==> config.mk <==
export PLATFORM = sky130hd
export DESIGN_NAME = lc3b_cpu
export DESIGN_NICKNAME = d
export VERILOG_FILES = /design/src/common/lc3b_pkg.sv /design/src/datapath/cpu_datapath.sv /design/src/datapath/forwarding_unit.sv /design/src/datapath/regfile.sv /design/src/source/control_rom.sv /design/src/source/hazard_detection.sv /design/src/source/lc3b_cpu.sv
export SDC_FILE = /design/constraint.sdc
export NUM_CORES = 1
export LEC_CHECK = 0
export ABC_AREA = 1
export BUFFER_PORTS_ARGS = -buffer_cell sky130_fd_sc_hd__buf_2
export CAP_MARGIN = 30
export CORE_AREA = 4 4 223 225
export CTS_BUF_LIST = sky130_fd_sc_hd__clkbuf_8
export DETAILED_ROUTE_END_ITERATION = 12
export DIE_AREA = 0 0 227 229
export HOLD_SLACK_MARGIN = 0.08
export PLACE_DENSITY_LB_ADDON = 0.12
export SYNTH_ARGS = -nofsm -noshare
export SYNTH_HDL_FRONTEND = slang
export SYNTH_SLANG_ARGS = --single-unit
==> constraint.sdc <==
create_clock -name clk -period 11.9 [get_ports clk]
set_input_delay 1.19 -clock clk [delete_from_list [all_inputs] [get_ports clk]]
set_output_delay 1.19 -clock clk [all_outputs]
set_load 0.03 [all_outputs]
==> src/common/lc3b_pkg.sv <==
package lc3b_pkg;

    typedef logic [15:0] lc3b_word;
    typedef logic [2:0] lc3b_reg;
    typedef logic [2:0] lc3b_nzp;

    // standard LC-3b encodings, only some are implemented
    typedef enum logic [3:0] {
        op_br   = 4'b0000,
        op_add  = 4'b0001,
        op_ldb  = 4'b0010,
        op_stb  = 4'b0011,
        op_jsr  = 4'b0100,
        op_and  = 4'b0101,
        op_ldr  = 4'b0110,
        op_str  = 4'b0111,
        op_rti  = 4'b1000,
        op_not  = 4'b1001,
        op_ldi  = 4'b1010,
        op_sti  = 4'b1011,
        op_jmp  = 4'b1100,
        op_shf  = 4'b1101,
        op_lea  = 4'b1110,
        op_trap = 4'b1111
    } lc3b_opcode;

    typedef enum logic [1:0] {
        alu_add,
        alu_and,
        alu_not,
        alu_pass
    } lc3b_aluop;

    // second alu operand select
    localparam logic [1:0] alumux_reg  = 2'd0;
    localparam logic [1:0] alumux_imm5 = 2'd1;
    localparam logic [1:0] alumux_off6 = 2'd2;

    // all zero is a bubble, a BR with no condition bits
    typedef struct packed {
        lc3b_opcode opcode;
        lc3b_aluop  aluop;
        logic [1:0] alumux_sel;
        logic       offset6_lsse;
        logic       d_mem_read;
        logic       d_mem_write;
        logic       load_regfile;
        logic       load_cc;
        logic       regfilemux_sel;
        logic       src2_is_dest;
    } lc3b_control_word;

endpackage

==> src/datapath/cpu_datapath.sv <==
module cpu_datapath import lc3b_pkg::*; #(
    parameter lc3b_word RESET_PC = 16'h0000
) (
    input  logic             i_arst_n,
    input  logic             clk,
    input  lc3b_control_word i_cw,
    input  logic             i_load,
    input  logic             i_bubble_ex,
    input  logic             i_flush,

    input  logic             i_i_mem_resp,
    input  lc3b_word         i_i_mem_rdata,
    output lc3b_word         o_i_mem_address,

    output lc3b_opcode       o_opcode,
    output logic             o_ir_5,
    output lc3b_reg          o_src1_id,
    output lc3b_reg          o_src2_id,
    output logic             o_src2_used_id,
    output logic             o_load_ex,
    output lc3b_reg          o_dest_ex,
    output logic             o_br_taken,
    output logic             o_d_access_mem,

    input  logic             i_d_mem_resp,
    input  lc3b_word         i_d_mem_rdata,
    output lc3b_word         o_d_mem_address,
    output lc3b_word         o_d_mem_wdata,
    output logic             o_d_mem_read,
    output logic             o_d_mem_write,
    output logic [1:0]       o_d_mem_byte_enable
);

    lc3b_word         pc, pc_plus2, ir_buf, ir_in;
    logic             adv_front;
    lc3b_word         ir_id, pc_id;
    lc3b_word         reg_a, reg_b;

    lc3b_control_word cw_ex;
    lc3b_word         ir_ex, pc_ex, a_ex, b_ex;
    lc3b_reg          src2_ex;
    logic [1:0]       fwd_a_sel, fwd_b_sel;
    lc3b_word         opa, opb, off6_adj, alu_b, alu_out;
    lc3b_word         br_target, result_ex, wdata_ex;

    lc3b_control_word cw_mem;
    lc3b_reg          dest_mem;
    lc3b_word         result_mem, wdata_mem, mdr_mem, rdata_mem;
    logic             d_done;

    lc3b_control_word cw_wb;
    lc3b_reg          dest_wb;
    lc3b_word         result_wb, mdr_wb, regfilemux_out;
    lc3b_nzp          cc, gencc;

    // fetch
    assign pc_plus2 = pc + 16'd2;
    assign o_i_mem_address = pc;
    // response may come while the rest of the pipe is stalled
    assign ir_in = i_i_mem_resp ? i_i_mem_rdata : ir_buf;
    assign adv_front = i_load && !i_bubble_ex && !i_flush;

    // decode
    assign o_opcode = lc3b_opcode'(ir_id[15:12]);
    assign o_ir_5 = ir_id[5];
    assign o_src1_id = ir_id[8:6];
    assign o_src2_id = i_cw.src2_is_dest ? ir_id[11:9] : ir_id[2:0];
    assign o_src2_used_id = i_cw.src2_is_dest ||
                            (i_cw.load_regfile && i_cw.alumux_sel == alumux_reg &&
                             i_cw.aluop != alu_not);

    regfile regfile_i (
        .clk      (clk),
        .i_arst_n (i_arst_n),
        .i_load   (cw_wb.load_regfile),
        .i_in     (regfilemux_out),
        .i_src_a  (o_src1_id),
        .i_src_b  (o_src2_id),
        .i_dest   (dest_wb),
        .o_reg_a  (reg_a),
        .o_reg_b  (reg_b)
    );

    // execute
    assign src2_ex = cw_ex.src2_is_dest ? ir_ex[11:9] : ir_ex[2:0];
    assign o_load_ex = cw_ex.d_mem_read;
    assign o_dest_ex = ir_ex[11:9];

    forwarding_unit forwarding_unit_i (
        .i_src1_ex         (ir_ex[8:6]),
        .i_src2_ex         (src2_ex),
        .i_dest_mem        (dest_mem),
        .i_dest_wb         (dest_wb),
        .i_load_regfile_mem(cw_mem.load_regfile),
        .i_load_regfile_wb (cw_wb.load_regfile),
        .o_forward_a_sel   (fwd_a_sel),
        .o_forward_b_sel   (fwd_b_sel)
    );

    always_comb begin
        case (fwd_a_sel)
            2'b01:   opa = result_mem;
            2'b10:   opa = regfilemux_out;
            default: opa = a_ex;
        endcase
        case (fwd_b_sel)
            2'b01:   opb = result_mem;
            2'b10:   opb = regfilemux_out;
            default: opb = b_ex;
        endcase
    end

    assign off6_adj = cw_ex.offset6_lsse ? {{9{ir_ex[5]}}, ir_ex[5:0], 1'b0}
                                         : {{10{ir_ex[5]}}, ir_ex[5:0]};

    always_comb begin
        case (cw_ex.alumux_sel)
            alumux_imm5: alu_b = {{11{ir_ex[4]}}, ir_ex[4:0]};
            alumux_off6: alu_b = off6_adj;
            default:     alu_b = opb;
        endcase
        case (cw_ex.aluop)
            alu_add: alu_out = opa + alu_b;
            alu_and: alu_out = opa & alu_b;
            alu_not: alu_out = ~opa;
            default: alu_out = alu_b;
        endcase
    end

    // branch target rides in the result slot down to writeback
    assign br_target = pc_ex + {{6{ir_ex[8]}}, ir_ex[8:0], 1'b0};
    assign result_ex = (cw_ex.opcode == op_br) ? br_target : alu_out;
    assign wdata_ex = (cw_ex.opcode == op_stb) ? {opb[7:0], opb[7:0]} : opb;

    // memory, a taken branch in writeback kills the access
    assign o_d_mem_read = cw_mem.d_mem_read && !d_done && !o_br_taken;
    assign o_d_mem_write = cw_mem.d_mem_write && !d_done && !o_br_taken;
    assign o_d_access_mem = o_d_mem_read || o_d_mem_write;
    assign o_d_mem_address = result_mem;
    assign o_d_mem_wdata = wdata_mem;
    assign o_d_mem_byte_enable = (cw_mem.opcode != op_stb) ? 2'b11 :
                                 (result_mem[0] ? 2'b10 : 2'b01);
    assign rdata_mem = i_d_mem_resp ? i_d_mem_rdata : mdr_mem;

    // writeback
    assign regfilemux_out = cw_wb.regfilemux_sel ? mdr_wb : result_wb;
    assign gencc = regfilemux_out[15] ? 3'b100 : ((regfilemux_out == '0) ? 3'b010 : 3'b001);
    // the BR nzp field sits where a destination would
    assign o_br_taken = (cw_wb.opcode == op_br) && ((dest_wb & cc) != '0);

    always_ff @(posedge clk or negedge i_arst_n) begin
        if (!i_arst_n) begin
            pc <= RESET_PC;
            ir_id <= '0;
            cw_ex <= '0;
            ir_ex <= '0;
            cw_mem <= '0;
            dest_mem <= '0;
            cw_wb <= '0;
            dest_wb <= '0;
            d_done <= 1'b0;
            cc <= 3'b010;
        end else begin
            if (i_load && i_flush) begin
                pc <= result_wb;
                ir_id <= '0;
            end else if (adv_front) begin
                pc <= pc_plus2;
                ir_id <= ir_in;
            end
            if (i_load) begin
                if (i_flush || i_bubble_ex) begin
                    cw_ex <= '0;
                    ir_ex <= '0;
                end else begin
                    cw_ex <= i_cw;
                    ir_ex <= ir_id;
                end
                if (i_flush) begin
                    cw_mem <= '0;
                    dest_mem <= '0;
                    cw_wb <= '0;
                    dest_wb <= '0;
                end else begin
                    cw_mem <= cw_ex;
                    dest_mem <= ir_ex[11:9];
                    cw_wb <= cw_mem;
                    dest_wb <= dest_mem;
                end
            end
            // one response per access, cleared when a new one enters
            if (i_load) begin
                d_done <= 1'b0;
            end else if (i_d_mem_resp) begin
                d_done <= 1'b1;
            end
            if (cw_wb.load_cc) begin
                cc <= gencc;
            end
        end
    end

    always_ff @(posedge clk) begin
        if (i_i_mem_resp) begin
            ir_buf <= i_i_mem_rdata;
        end
        if (i_d_mem_resp) begin
            mdr_mem <= i_d_mem_rdata;
        end
        if (adv_front) begin
            pc_id <= pc_plus2;
        end
        if (i_load) begin
            pc_ex <= pc_id;
            a_ex <= reg_a;
            b_ex <= reg_b;
            result_mem <= result_ex;
            wdata_mem <= wdata_ex;
            result_wb <= result_mem;
            mdr_wb <= rdata_mem;
        end
    end

    a_d_rw_exclusive: assert property (
        @(posedge clk) disable iff (!i_arst_n)
        !(o_d_mem_read && o_d_mem_write)
    );

    // address holds until the memory answers
    a_d_addr_stable: assert property (
        @(posedge clk) disable iff (!i_arst_n)
        (o_d_access_mem && !i_d_mem_resp) |=> $stable(o_d_mem_address)
    );

endmodule

==> src/datapath/forwarding_unit.sv <==
module forwarding_unit import lc3b_pkg::*; (
    input  lc3b_reg    i_src1_ex,
    input  lc3b_reg    i_src2_ex,
    input  lc3b_reg    i_dest_mem,
    input  lc3b_reg    i_dest_wb,
    input  logic       i_load_regfile_mem,
    input  logic       i_load_regfile_wb,
    output logic [1:0] o_forward_a_sel,
    output logic [1:0] o_forward_b_sel
);

    // 00 register file, 01 memory stage, 10 writeback stage
    always_comb begin
        o_forward_a_sel = 2'b00;
        o_forward_b_sel = 2'b00;

        // younger result wins
        if (i_load_regfile_mem && i_dest_mem == i_src1_ex) begin
            o_forward_a_sel = 2'b01;
        end else if (i_load_regfile_wb && i_dest_wb == i_src1_ex) begin
            o_forward_a_sel = 2'b10;
        end

        if (i_load_regfile_mem && i_dest_mem == i_src2_ex) begin
            o_forward_b_sel = 2'b01;
        end else if (i_load_regfile_wb && i_dest_wb == i_src2_ex) begin
            o_forward_b_sel = 2'b10;
        end
    end

endmodule

==> src/datapath/regfile.sv <==
module regfile import lc3b_pkg::*; (
    input  logic     clk,
    input  logic     i_arst_n,
    input  logic     i_load,
    input  lc3b_word i_in,
    input  lc3b_reg  i_src_a,
    input  lc3b_reg  i_src_b,
    input  lc3b_reg  i_dest,
    output lc3b_word o_reg_a,
    output lc3b_word o_reg_b
);

    lc3b_word regs [8];

    // falling edge write, decode reads the new value before the rising edge
    always_ff @(negedge clk or negedge i_arst_n) begin
        if (!i_arst_n) begin
            for (int i = 0; i < 8; i++) begin
                regs[i] <= '0;
            end
        end else if (i_load) begin
            regs[i_dest] <= i_in;
        end
    end

    assign o_reg_a = regs[i_src_a];
    assign o_reg_b = regs[i_src_b];

endmodule

==> src/source/control_rom.sv <==
module control_rom import lc3b_pkg::*; (
    input  lc3b_opcode       i_opcode,
    input  logic             i_ir_5,
    output lc3b_control_word o_cw
);

    always_comb begin
        o_cw = '0;
        o_cw.opcode = i_opcode;
        o_cw.aluop = alu_add;

        case (i_opcode)
            op_add: begin
                o_cw.alumux_sel = i_ir_5 ? alumux_imm5 : alumux_reg;
                o_cw.load_regfile = 1'b1;
                o_cw.load_cc = 1'b1;
            end
            op_and: begin
                o_cw.aluop = alu_and;
                o_cw.alumux_sel = i_ir_5 ? alumux_imm5 : alumux_reg;
                o_cw.load_regfile = 1'b1;
                o_cw.load_cc = 1'b1;
            end
            op_not: begin
                o_cw.aluop = alu_not;
                o_cw.load_regfile = 1'b1;
                o_cw.load_cc = 1'b1;
            end
            op_ldr: begin
                o_cw.alumux_sel = alumux_off6;
                o_cw.offset6_lsse = 1'b1;
                o_cw.d_mem_read = 1'b1;
                o_cw.load_regfile = 1'b1;
                o_cw.load_cc = 1'b1;
                o_cw.regfilemux_sel = 1'b1;
            end
            op_str: begin
                o_cw.alumux_sel = alumux_off6;
                o_cw.offset6_lsse = 1'b1;
                o_cw.d_mem_write = 1'b1;
                o_cw.src2_is_dest = 1'b1;
            end
            // byte offset, no shift
            op_stb: begin
                o_cw.alumux_sel = alumux_off6;
                o_cw.d_mem_write = 1'b1;
                o_cw.src2_is_dest = 1'b1;
            end
            // BR is resolved in writeback, nothing to enable here
            default: begin
                o_cw.aluop = alu_pass;
            end
        endcase
    end

endmodule

==> src/source/hazard_detection.sv <==
module hazard_detection import lc3b_pkg::*; (
    input  logic    i_arst_n,
    input  logic    clk,
    input  logic    i_i_mem_resp,
    input  logic    i_d_mem_resp,
    input  logic    i_d_access_mem,
    input  logic    i_load_ex,
    input  lc3b_reg i_dest_ex,
    input  lc3b_reg i_src1_id,
    input  lc3b_reg i_src2_id,
    input  logic    i_src2_used_id,
    input  logic    i_br_taken,
    output logic    o_load,
    output logic    o_bubble_ex,
    output logic    o_flush,
    output logic    o_i_mem_read
);

    typedef enum logic [1:0] {RESET_WAIT, RUN, LOAD_USE, REDIRECT} state_t;

    state_t state;
    state_t state_next;
    // fetch response taken but not yet consumed by decode
    logic   i_held;
    logic   advance;
    logic   load_use;

    assign advance = (i_i_mem_resp || i_held) && (!i_d_access_mem || i_d_mem_resp);
    assign load_use = i_load_ex &&
                      ((i_src1_id == i_dest_ex) || (i_src2_used_id && (i_src2_id == i_dest_ex)));

    always_comb begin
        state_next = state;
        o_load = 1'b0;
        o_bubble_ex = 1'b0;
        o_flush = 1'b0;
        o_i_mem_read = 1'b0;

        case (state)
            RESET_WAIT: state_next = RUN;
            RUN, LOAD_USE: begin
                o_i_mem_read = !i_held;
                if (i_br_taken) begin
                    if (advance) begin
                        o_load = 1'b1;
                        o_flush = 1'b1;
                        state_next = REDIRECT;
                    end
                end else if (state == LOAD_USE) begin
                    // front end holds while the load moves on alone
                    if (advance) begin
                        o_load = 1'b1;
                        o_bubble_ex = 1'b1;
                        state_next = RUN;
                    end
                end else if (load_use) begin
                    state_next = LOAD_USE;
                end else begin
                    o_load = advance;
                end
            end
            // read level low for a cycle while the new PC settles
            REDIRECT: state_next = RUN;
            default: state_next = RESET_WAIT;
        endcase
    end

    always_ff @(posedge clk or negedge i_arst_n) begin
        if (!i_arst_n) begin
            state <= RESET_WAIT;
            i_held <= 1'b0;
        end else begin
            state <= state_next;
            if (state != RUN && state != LOAD_USE) begin
                i_held <= 1'b0;
            end else if (o_load && !o_bubble_ex) begin
                i_held <= 1'b0;
            end else if (i_i_mem_resp) begin
                i_held <= 1'b1;
            end
        end
    end

    // read level stays up until the memory answers
    a_i_read_held: assert property (
        @(posedge clk) disable iff (!i_arst_n)
        (o_i_mem_read && !i_i_mem_resp) |=> o_i_mem_read
    );

endmodule

==> src/source/lc3b_cpu.sv <==
module lc3b_cpu import lc3b_pkg::*; #(
    parameter lc3b_word RESET_PC = 16'h0000
) (
    input  logic       i_arst_n,
    input  logic       clk,

    input  logic       i_i_mem_resp,
    input  lc3b_word   i_i_mem_rdata,
    output lc3b_word   o_i_mem_address,
    output logic       o_i_mem_read,

    input  logic       i_d_mem_resp,
    input  lc3b_word   i_d_mem_rdata,
    output lc3b_word   o_d_mem_address,
    output lc3b_word   o_d_mem_wdata,
    output logic       o_d_mem_read,
    output logic       o_d_mem_write,
    output logic [1:0] o_d_mem_byte_enable
);

    lc3b_control_word cw;
    lc3b_opcode       opcode;
    logic             ir_5;
    logic             load;
    logic             bubble_ex;
    logic             flush;
    lc3b_reg          src1_id;
    lc3b_reg          src2_id;
    logic             src2_used_id;
    logic             load_ex;
    lc3b_reg          dest_ex;
    logic             br_taken;
    logic             d_access_mem;

    control_rom control_rom_i (
        .i_opcode (opcode),
        .i_ir_5   (ir_5),
        .o_cw     (cw)
    );

    hazard_detection hazard_detection_i (
        .i_arst_n       (i_arst_n),
        .clk            (clk),
        .i_i_mem_resp   (i_i_mem_resp),
        .i_d_mem_resp   (i_d_mem_resp),
        .i_d_access_mem (d_access_mem),
        .i_load_ex      (load_ex),
        .i_dest_ex      (dest_ex),
        .i_src1_id      (src1_id),
        .i_src2_id      (src2_id),
        .i_src2_used_id (src2_used_id),
        .i_br_taken     (br_taken),
        .o_load         (load),
        .o_bubble_ex    (bubble_ex),
        .o_flush        (flush),
        .o_i_mem_read   (o_i_mem_read)
    );

    cpu_datapath #(
        .RESET_PC (RESET_PC)
    ) cpu_datapath_i (
        .i_arst_n            (i_arst_n),
        .clk                 (clk),
        .i_cw                (cw),
        .i_load              (load),
        .i_bubble_ex         (bubble_ex),
        .i_flush             (flush),
        .i_i_mem_resp        (i_i_mem_resp),
        .i_i_mem_rdata       (i_i_mem_rdata),
        .o_i_mem_address     (o_i_mem_address),
        .o_opcode            (opcode),
        .o_ir_5              (ir_5),
        .o_src1_id           (src1_id),
        .o_src2_id           (src2_id),
        .o_src2_used_id      (src2_used_id),
        .o_load_ex           (load_ex),
        .o_dest_ex           (dest_ex),
        .o_br_taken          (br_taken),
        .o_d_access_mem      (d_access_mem),
        .i_d_mem_resp        (i_d_mem_resp),
        .i_d_mem_rdata       (i_d_mem_rdata),
        .o_d_mem_address     (o_d_mem_address),
        .o_d_mem_wdata       (o_d_mem_wdata),
        .o_d_mem_read        (o_d_mem_read),
        .o_d_mem_write       (o_d_mem_write),
        .o_d_mem_byte_enable (o_d_mem_byte_enable)
    );

endmodule
# Yosys cells after proc, flatten, opt, wreduce, memory -nomap -nowiden

Index checks and enable logic that the tools add are counted.

Bits in registers: 382
Input bits: 36
Word-level logic and storage cells: 213

Add/subtract/negate cells: 3
Order comparisons: 4
Equality and inequality tests: 31
Muxes and demuxes: 68
Bitwise logic cells: 6
Reduce and logical (&&, ||, !) cells: 50

Operators by type and width:

| kind                                                | number |
|---|---|
| 2-to-1 mux 16 bit                                   | 14 |
| bitwise mux 128 bit                                 | 1 |
| binary-select mux 16 bit (select 3 bit)             | 2 |
| case mux 16 bit (2 select lines)                    | 3 |
| demux 16 bit (select 3 bit)                         | 1 |
| case mux 16 bit (3 select lines)                    | 1 |
| 2-to-1 mux 15 bit                                   | 3 |
| adder 16 bit                                        | 2 |
| 2-to-1 mux 2 bit                                    | 13 |
| 2-to-1 mux 1 bit                                    | 20 |
| logical AND 1 bit                                   | 19 |
| equality test 3 bit                                 | 6 |
| adder 16 x 2 -> 16 bit, second input constant       | 1 |
| AND 16 bit                                          | 1 |
| zero test 16 bit                                    | 1 |
| inverter 16 bit                                     | 1 |
| 2-to-1 mux 3 bit                                    | 5 |
| equality test 2 bit, second input constant          | 6 |
| equality test 4 x 3 -> 1 bit, second input constant | 3 |
| >= comparator 4 bit, second input constant          | 3 |
| 2-to-1 mux 12 bit                                   | 1 |
| inverter 3 -> 4 bit                                 | 3 |
| equality test 2 x 1 -> 1 bit, second input constant | 5 |
| OR reduction 2 bit                                  | 5 |
| other kinds (23)                                    | 42 |

# Logic depth before layout (Yosys ltp)

Gate-level depths: netlist of run 1.

Word-level depth: 18
Depth in mapped cells: 26

# Cells and area by module

A second synthesis of run 1 with hierarchy kept.

Cells, all modules: 2641
Area total of the unflattened synthesis: 20312.0 µm²

By module, submodules not included:

| module           | instances | cells an instance | area each (µm²) |
|---|---|---|---|
| cpu_datapath     | 1         | 1315              | 12062.8 |
| regfile          | 1         | 1165              | 7489.7 |
| hazard_detection | 1         | 70                | 376.6 |
| forwarding_unit  | 1         | 59                | 231.5 |
| control_rom      | 1         | 32                | 151.4 |

==> results of run 1 <==
metal layers:
layer	track usage	up-vias	part of all wire
met1	0.3541	8377	0.44
met3	0.07018	145	0.099
met2	0.3611	730	0.42
met4	0.1002	0	0.038
met5	0	-	0
li1	-	8695	-
cells by family (layout without fill, tap and decap cells):
group	after synthesis	after routing	share of synthesized area
and+or+nand+nor	1218	1218	0.2537
AOI/OAI and AO/OA	554	554	0.1434
buffers and inverters	406	511	0.08058
DFF	370	370	0.4889
adders and majority gates	38	38	0.02462
xor gates and xnor gates	20	20	0.008793
sequential cells by signal, summed over array words and instances (netlist names), 2 cells and up:
signal,flops
cpu_datapath_i.cc,3
hazard_detection_i.state,2
cpu_datapath_i.a_ex,16
cpu_datapath_i.regfile_i.regs,128
cpu_datapath_i.cw_mem,7
cpu_datapath_i.ir_id,16
cpu_datapath_i.cw_ex,12
cpu_datapath_i.ir_ex,12
cpu_datapath_i.dest_mem,3
cpu_datapath_i.b_ex,16
cpu_datapath_i.o_d_mem_address,16
cpu_datapath_i.pc_id,16
cpu_datapath_i.o_d_mem_wdata,16
cpu_datapath_i.dest_wb,3
cpu_datapath_i.result_wb,16
cpu_datapath_i.mdr_mem,16
cpu_datapath_i.mdr_wb,16
cpu_datapath_i.pc_ex,16
cpu_datapath_i.ir_buf,16
cpu_datapath_i.cw_wb,6
cpu_datapath_i.o_i_mem_address,16
worst min-delay path by stage:
stage                                 startpoint                                end  slack, ps  cells after the start
3_3_place_gp   cpu_datapath_i.pc_id[6]$_DFFE_PP_  cpu_datapath_i.pc_ex[6]$_DFFE_PP_        400                      0
4_1_cts        cpu_datapath_i.pc_id[8]$_DFFE_PP_  cpu_datapath_i.pc_ex[8]$_DFFE_PP_        410                      0
6_report       cpu_datapath_i.pc_id[8]$_DFFE_PP_  cpu_datapath_i.pc_ex[8]$_DFFE_PP_        410                      0
5_1_grt        cpu_datapath_i.pc_id[9]$_DFFE_PP_  cpu_datapath_i.pc_ex[9]$_DFFE_PP_        420                      0
2_1_floorplan  cpu_datapath_i.pc_id[0]$_DFFE_PP_  cpu_datapath_i.pc_ex[0]$_DFFE_PP_        400                      0
3_5_place_dp   cpu_datapath_i.pc_id[8]$_DFFE_PP_  cpu_datapath_i.pc_ex[8]$_DFFE_PP_        400                      0
power by group through the flow:
stage          clock network (mW)  logic [mW]  registers [mW]
2_1_floorplan                   0        2.65            2.43
3_3_place_gp                    0        3.84            2.47
3_5_place_dp                    0        3.90            2.47
4_1_cts                      1.24        3.91            2.45
5_1_grt                      1.30        4.42            2.51
6_report                     1.21        3.97            2.46
cell usage in the layout, fill, tap and decap left out, types with 6 or more instances in the layout:
cell type | Yosys | final
sky130_fd_sc_hd__nand2_1 | 807 | 805
sky130_fd_sc_hd__o21ai_0 | 291 | 291
sky130_fd_sc_hd__inv_1 | 259 | 285
sky130_fd_sc_hd__a21oi_1 | 182 | 182
sky130_fd_sc_hd__nand3_1 | 170 | 170
sky130_fd_sc_hd__nor2_1 | 142 | 135
sky130_fd_sc_hd__edfxtp_1 | 128 | 128
sky130_fd_sc_hd__dfrtn_1 | 128 | 128
sky130_fd_sc_hd__buf_2 | 23 | 87
sky130_fd_sc_hd__clkbuf_8 | 0 | 80
sky130_fd_sc_hd__dfrtp_1 | 81 | 80
sky130_fd_sc_hd__nand4_1 | 50 | 50
sky130_fd_sc_hd__ha_1 | 36 | 36
sky130_fd_sc_hd__a31oi_1 | 34 | 34
sky130_fd_sc_hd__o21ai_1 | 32 | 32
sky130_fd_sc_hd__dfxtp_1 | 32 | 32
sky130_fd_sc_hd__buf_4 | 6 | 25
sky130_fd_sc_hd__or2_2 | 16 | 16
sky130_fd_sc_hd__nor3_1 | 12 | 12
sky130_fd_sc_hd__nand3b_1 | 12 | 12
sky130_fd_sc_hd__clkinv_1 | 4 | 12
sky130_fd_sc_hd__xor2_1 | 11 | 11
sky130_fd_sc_hd__xnor2_1 | 9 | 9
sky130_fd_sc_hd__nor2_4 | 0 | 7
sky130_fd_sc_hd__clkinv_2 | 0 | 6
cell type report:
type | instances | area, µm²
clock buffer | 80 | 1101
clock inverter | 48 | 249.0
fill | 4760 | 25350
inverter | 268 | 1008
multi-input combinational | 1830 | 8645
sequential | 370 | 9742
tap | 615 | 769.5
timing repair buffer | 115 | 676.9
synth_stat cells (all sizes together) (2+ instances only):
cell type  count  area, µm²
nor3          12      60.06
dfrtp         81       2027
xnor2          9      78.83
edfxtp       128       3844
o2111ai        2      17.52
a221oi         2      17.52
buf           45      250.2
nand3        172      878.4
nand4         50      312.8
o21ai        323       1617
a21o           2      15.01
dfxtp         32      640.6
nor2         143      539.3
o211ai         2      15.01
a21oi        182      910.9
fa             2      40.04
dfrtn        128       3203
clkinv         4      15.01
nand2        810       3053
inv          264      990.9
clkbuf        93      349.1
a31oi         34      212.7
or2           16      100.1
xor2          11      96.34
nand3b        12      90.09
ha            36      450.4
o22ai          2      12.51
metrics by stage:
stage          hold WS (ps)  total power [mW]  setup WS (ps)  instances  instance area (µm²)
2_1_floorplan         400.3             5.089           4487       2606                19920
3_3_place_gp          401.6             6.303           3580       3196                20800
3_5_place_dp          404.5             6.366           3546       3198                20840
4_1_cts               409.0             7.608           3562       3326                22190
5_1_grt               421.4             8.236           3358       3326                22190
6_report              412.4             7.636           3453       3326                22190
worst max-delay path, cell delays in order, from the launching register on:
cell and delay [ps]:
sky130_fd_sc_hd__dfrtp_1 750, sky130_fd_sc_hd__o21ai_0 940, sky130_fd_sc_hd__inv_1 320, sky130_fd_sc_hd__nand2_1 140, sky130_fd_sc_hd__o21ai_0 90
==> flow_metrics.tcl, run 1 <==
set metrics [dict create \
    outcome "complete, no violations" \
    cts.root.buffer_cell "sky130_fd_sc_hd__clkbuf_8" \
    core_region_area_um2 47550 \
    worstSkewPairLatency_ps 660 \
    placement.io_buffers 88 \
    grt_start_max_net_pins 97 \
    synth-seq-area-share 0.4889 \
    global_route_wire_length_before_repair_mm 99.93 \
    netlist_instances 2606 \
    tritoncts "built" \
    antenna_violations_before_repair 1 \
    start_util 0.4190 \
    hold_viol 0 \
    timing.clock.skew_ps 81.76 \
    worst_pin_slew_ps 1040 \
    mapped_nets 2680 \
    layout.nets 2728 \
    ctsHtreeMaxLevel 3 \
    sequentialPowerShare 0.322 \
    internal_power_mw 3.822 \
    antenna_left 0 \
    critical_path_start_type "register" \
    post-route-util 0.4667 \
    die_height_um 229 \
    die_x_um 227 \
    crit_arrival_ps 2870 \
    timing.max_cap.violations 0 \
    dr.first_iter.drc_count 1731 \
    worstPathRequired_ps 6330 \
    number_of_standard_cell_rows_in_the_floorplan 80 \
    syn2layout_area_growth_pct 11.39 \
    grt_setup_unrepaired "false" \
    p_per_area_nw_per_um2 344.1 \
    critical_path.startpoint "cpu_datapath_i.cw_wb[1]$_DFFE_PN0P_" \
    count_of_pins_over_their_slew_limit 0 \
    synth_ff_type "sky130_fd_sc_hd__edfxtp_1" \
    drt-total-wl_mm 65.25 \
    clock_power_share 0.159 \
    crit_path_max_fanout 33 \
    route.detailed.vias_per_inst 5.396 \
    first_pass_iters 6 \
    p_leak_nw 10.34 \
    ctsLongestPathBuffers 3 \
    reg2reg_to "cpu_datapath_i.regfile_i.regs[80]$_DFFE_NN0P_" \
    clock_sink_count 370 \
    detail_route.drc_violations 0 \
    route.vias.total 17947 \
    cts_post_setup_buffers_inserted 0 \
    global_route.usage.total 0.2496 \
    sw_frac_of_total 0.4995 \
    critical_path_class "register to register" \
    first_global_vias 16881 \
    timing.rr.start "cpu_datapath_i.cw_wb[1]$_DFFE_PN0P_" \
    post_route_cells_drive_above_1_share 0.09148 \
    tns_ps 0 \
    netlist_area_um2 19920 \
    half_perimeter_wire_length_of_the_detailed_placement_result_mm 43.84 \
    gpl.final_weighted_congestion 0.9045 \
    synth_warn 0 \
    ctsHoldBuffers 0 \
    avgRoutedWirePerCell_um 19.62 \
    synth.avg_cell_area_um2 7.645 \
    io-pin-count 89 \
    distinct_cells_synth 46 \
    clkSlewWorstSetupHoldPaths_ps 60 \
    worstRegToRegCells 4 \
    synth-edff-count 128 \
    setup_violations 0 \
    asyncSetResetFlopFracSynth 0.5676 \
    max_transition_margin 0.3050 \
    worstSetupEndpoint "cpu_datapath_i.regfile_i.regs[80]$_DFFE_NN0P_" \
    timing.critical_path.to_type "register" \
    comb_power_share 0.519 \
    cts_resized 0 \
    overflow 0 \
    ir_drop_mv 0.1586 \
    synth_seq_cells 370 \
    hold_class "register to register" \
    die-area_um2 51980 \
    power_switching_mw 3.814 \
    tritoncts_buffers 69 \
    count_of_antenna_diodes_in_the_layout 0 \
    ff2ff_setup_slack_ps 3450 \
]
(Power assumes the default switching activity.)
==> inputs of run 2 (changes only) <==
clock period = 7.4 ns   (was 11.9 ns; I/O delays follow)
==> flow_metrics.tcl, run 2 (synthesis results as in run 1) <==
set metrics [dict create \
    outcome "complete, no violations" \
    path_cells "o21ai_0 > inv_1 > nand2_1 > o21ai_0" \
    clock_sink_count 370 \
    global_route_wire_length_before_repair_mm 99.20 \
    tns_ps 0 \
    first_global_vias 16904 \
    critical_path_buf_inv_count 1 \
    global_route.usage.total 0.2465 \
    die-area_um2 51980 \
    start_util 0.4190 \
    grt_setup_unrepaired "false" \
    first_pass_iters 6 \
    half_perimeter_wire_length_of_the_detailed_placement_result_mm 43.54 \
    power.total_mw 12.23 \
    hold_class "primary input to async pin" \
    critical_path_start_type "register" \
    max_transition_margin 0.2919 \
    antenna_left 0 \
    post_route_cells_drive_above_1_share 0.09355 \
    tritoncts_buffers 69 \
    ctsHoldBuffers 0 \
    layout.cells.most_common "sky130_fd_sc_hd__nand2_1" \
    p_per_area_nw_per_um2 550.5 \
    timing.critical_path.slowest_stage_cell "sky130_fd_sc_hd__o21ai_0" \
    io-pin-count 89 \
    worstPathRequired_ps 4080 \
    clkSlewWorstSetupHoldPaths_ps 60 \
    worst_pin_slew_ps 1062 \
    critical_path_class "register to register" \
    timing.max_cap.violations 0 \
    route.detailed.vias_per_inst 5.390 \
    critical-path-top-delay-family "compound AO/OA/AOI/OAI gates" \
    met3_wirelength_mm 5.667 \
    comb_power_share 0.519 \
    ff2ff_setup_slack_ps 1230 \
    max_stage_delay_ps 910 \
    die_height_um 229 \
    hold_viol 0 \
    cpMostUsedCell "sky130_fd_sc_hd__o21ai_0" \
    largest_register_ff_count 128 \
    ctsLongestPathBuffers 3 \
    gpl.final_weighted_congestion 0.9356 \
    max_flop_register "cpu_datapath_i.regfile_i.regs" \
    placement.io_buffers 88 \
    avgRoutedWirePerCell_um 19.42 \
    cts.root.buffer_cell "sky130_fd_sc_hd__clkbuf_8" \
    routed.top_layer "met4" \
    cts_resized 0 \
    setup_violations 0 \
    ctsHtreeMaxLevel 3 \
    layout.nets 2733 \
    layout.cells.most_common_list "806 x sky130_fd_sc_hd__nand2_1, 291 x sky130_fd_sc_hd__o21ai_0, 281 x sky130_fd_sc_hd__inv_1, 182 x sky130_fd_sc_hd__a21oi_1, 170 x sky130_fd_sc_hd__nand3_1" \
    sequentialPowerShare 0.322 \
    route.vias.total 17950 \
    syn2layout_area_growth_pct 11.53 \
    hold_slack_ps 283.7 \
    overflow 0 \
    count_of_pins_over_their_slew_limit 0 \
    cts_post_setup_buffers_inserted 0 \
    crit_path_max_fanout 33 \
    crit_arrival_ps 2850 \
    wirelength_met1_mm 28.83 \
    sw_frac_of_total 0.4980 \
    grt_start_max_net_pins 131 \
    drt-total-wl_mm 64.66 \
    count_of_antenna_diodes_in_the_layout 0 \
    antenna_violations_before_repair 3 \
    timing.clock.skew_ps 80.46 \
    p_leak_nw 10.34 \
    met2WireLength_mm 28.02 \
    internal_power_mw 6.140 \
    power_switching_mw 6.091 \
    dr.first_iter.drc_count 1844 \
    tritoncts "built" \
    number_of_standard_cell_rows_in_the_floorplan 80 \
    timing.critical_path.to_type "register" \
    detail_route.drc_violations 0 \
    die_x_um 227 \
    ir_drop_mv 0.2029 \
    post-route-util 0.4673 \
    worstSkewPairLatency_ps 660 \
    clock_power_share 0.159 \
    core_region_area_um2 47550 \
]
==> run 2: layer usage <==
metal / track usage / up-vias
li1: - / 8697
met4: 0.09172 / 0
met1: 0.3535 / 8452
met2: 0.3648 / 676
met5: 0 / -
met3: 0.05724 / 125
==> run 2: final cells by class <==
cell class / count / area [µm²]
clock buffers: 79 / 1087
repair buffers: 120 / 710.7
multi-input cells: 1830 / 8642
flip-flops and latches: 370 / 9742
well taps: 615 / 769.5
clock inverters: 48 / 257.7
inverters: 268 / 1008
fillers: 4717 / 25330
==> run 2: per-stage QoR <==
stage / std cells / instance area, µm² / setup slack [ps]
global placement: 3201 / 20840 / 1480
CTS: 3330 / 22220 / 1274
detailed placement: 3203 / 20870 / 1367
global route: 3330 / 22220 / 1017
finish: 3330 / 22220 / 1230
floorplan: 2606 / 19920 / 2237
==> run 2: power groups by stage <==
| stage | combinational [mW] | clock, mW | sequential (mW) |
|---|---|---|---|
| floorplan | 4.27 | 0 | 3.92 |
| global placement | 6.20 | 0 | 3.95 |
| CTS | 6.28 | 1.99 | 3.93 |
| finish | 6.35 | 1.95 | 3.94 |
| global route | 7.09 | 2.09 | 4.02 |
| detailed placement | 6.25 | 0 | 3.96 |
==> run 2: worst paths after layout <==
check / to / cells past startpoint / from
setup / recovery: cpu_datapath_i.regfile_i.regs[80]$_DFFE_NN0P_ / 4 / cpu_datapath_i.cw_wb[1]$_DFFE_PN0P_
hold / removal: cpu_datapath_i.cw_wb[1]$_DFFE_PN0P_ / 1 / i_arst_n
setup reg to reg: cpu_datapath_i.regfile_i.regs[80]$_DFFE_NN0P_ / 4 / cpu_datapath_i.cw_wb[1]$_DFFE_PN0P_
hold reg to reg: cpu_datapath_i.pc_ex[6]$_DFFE_PP_ / 0 / cpu_datapath_i.pc_id[6]$_DFFE_PP_
max in group asynchronous: cpu_datapath_i.regfile_i.regs[83]$_DFFE_NN0P_ / 1 / i_arst_n
min in group clk: cpu_datapath_i.mdr_mem[14]$_DFF_P_ / 3 / i_d_mem_rdata[14]
==> run 2: worst reg2reg max path, cell delays in order, from the launching register on <==
cell and delay (ps):
sky130_fd_sc_hd__dfrtp_1 740, sky130_fd_sc_hd__o21ai_0 920, sky130_fd_sc_hd__inv_1 320, sky130_fd_sc_hd__nand2_1 140, sky130_fd_sc_hd__o21ai_0 80
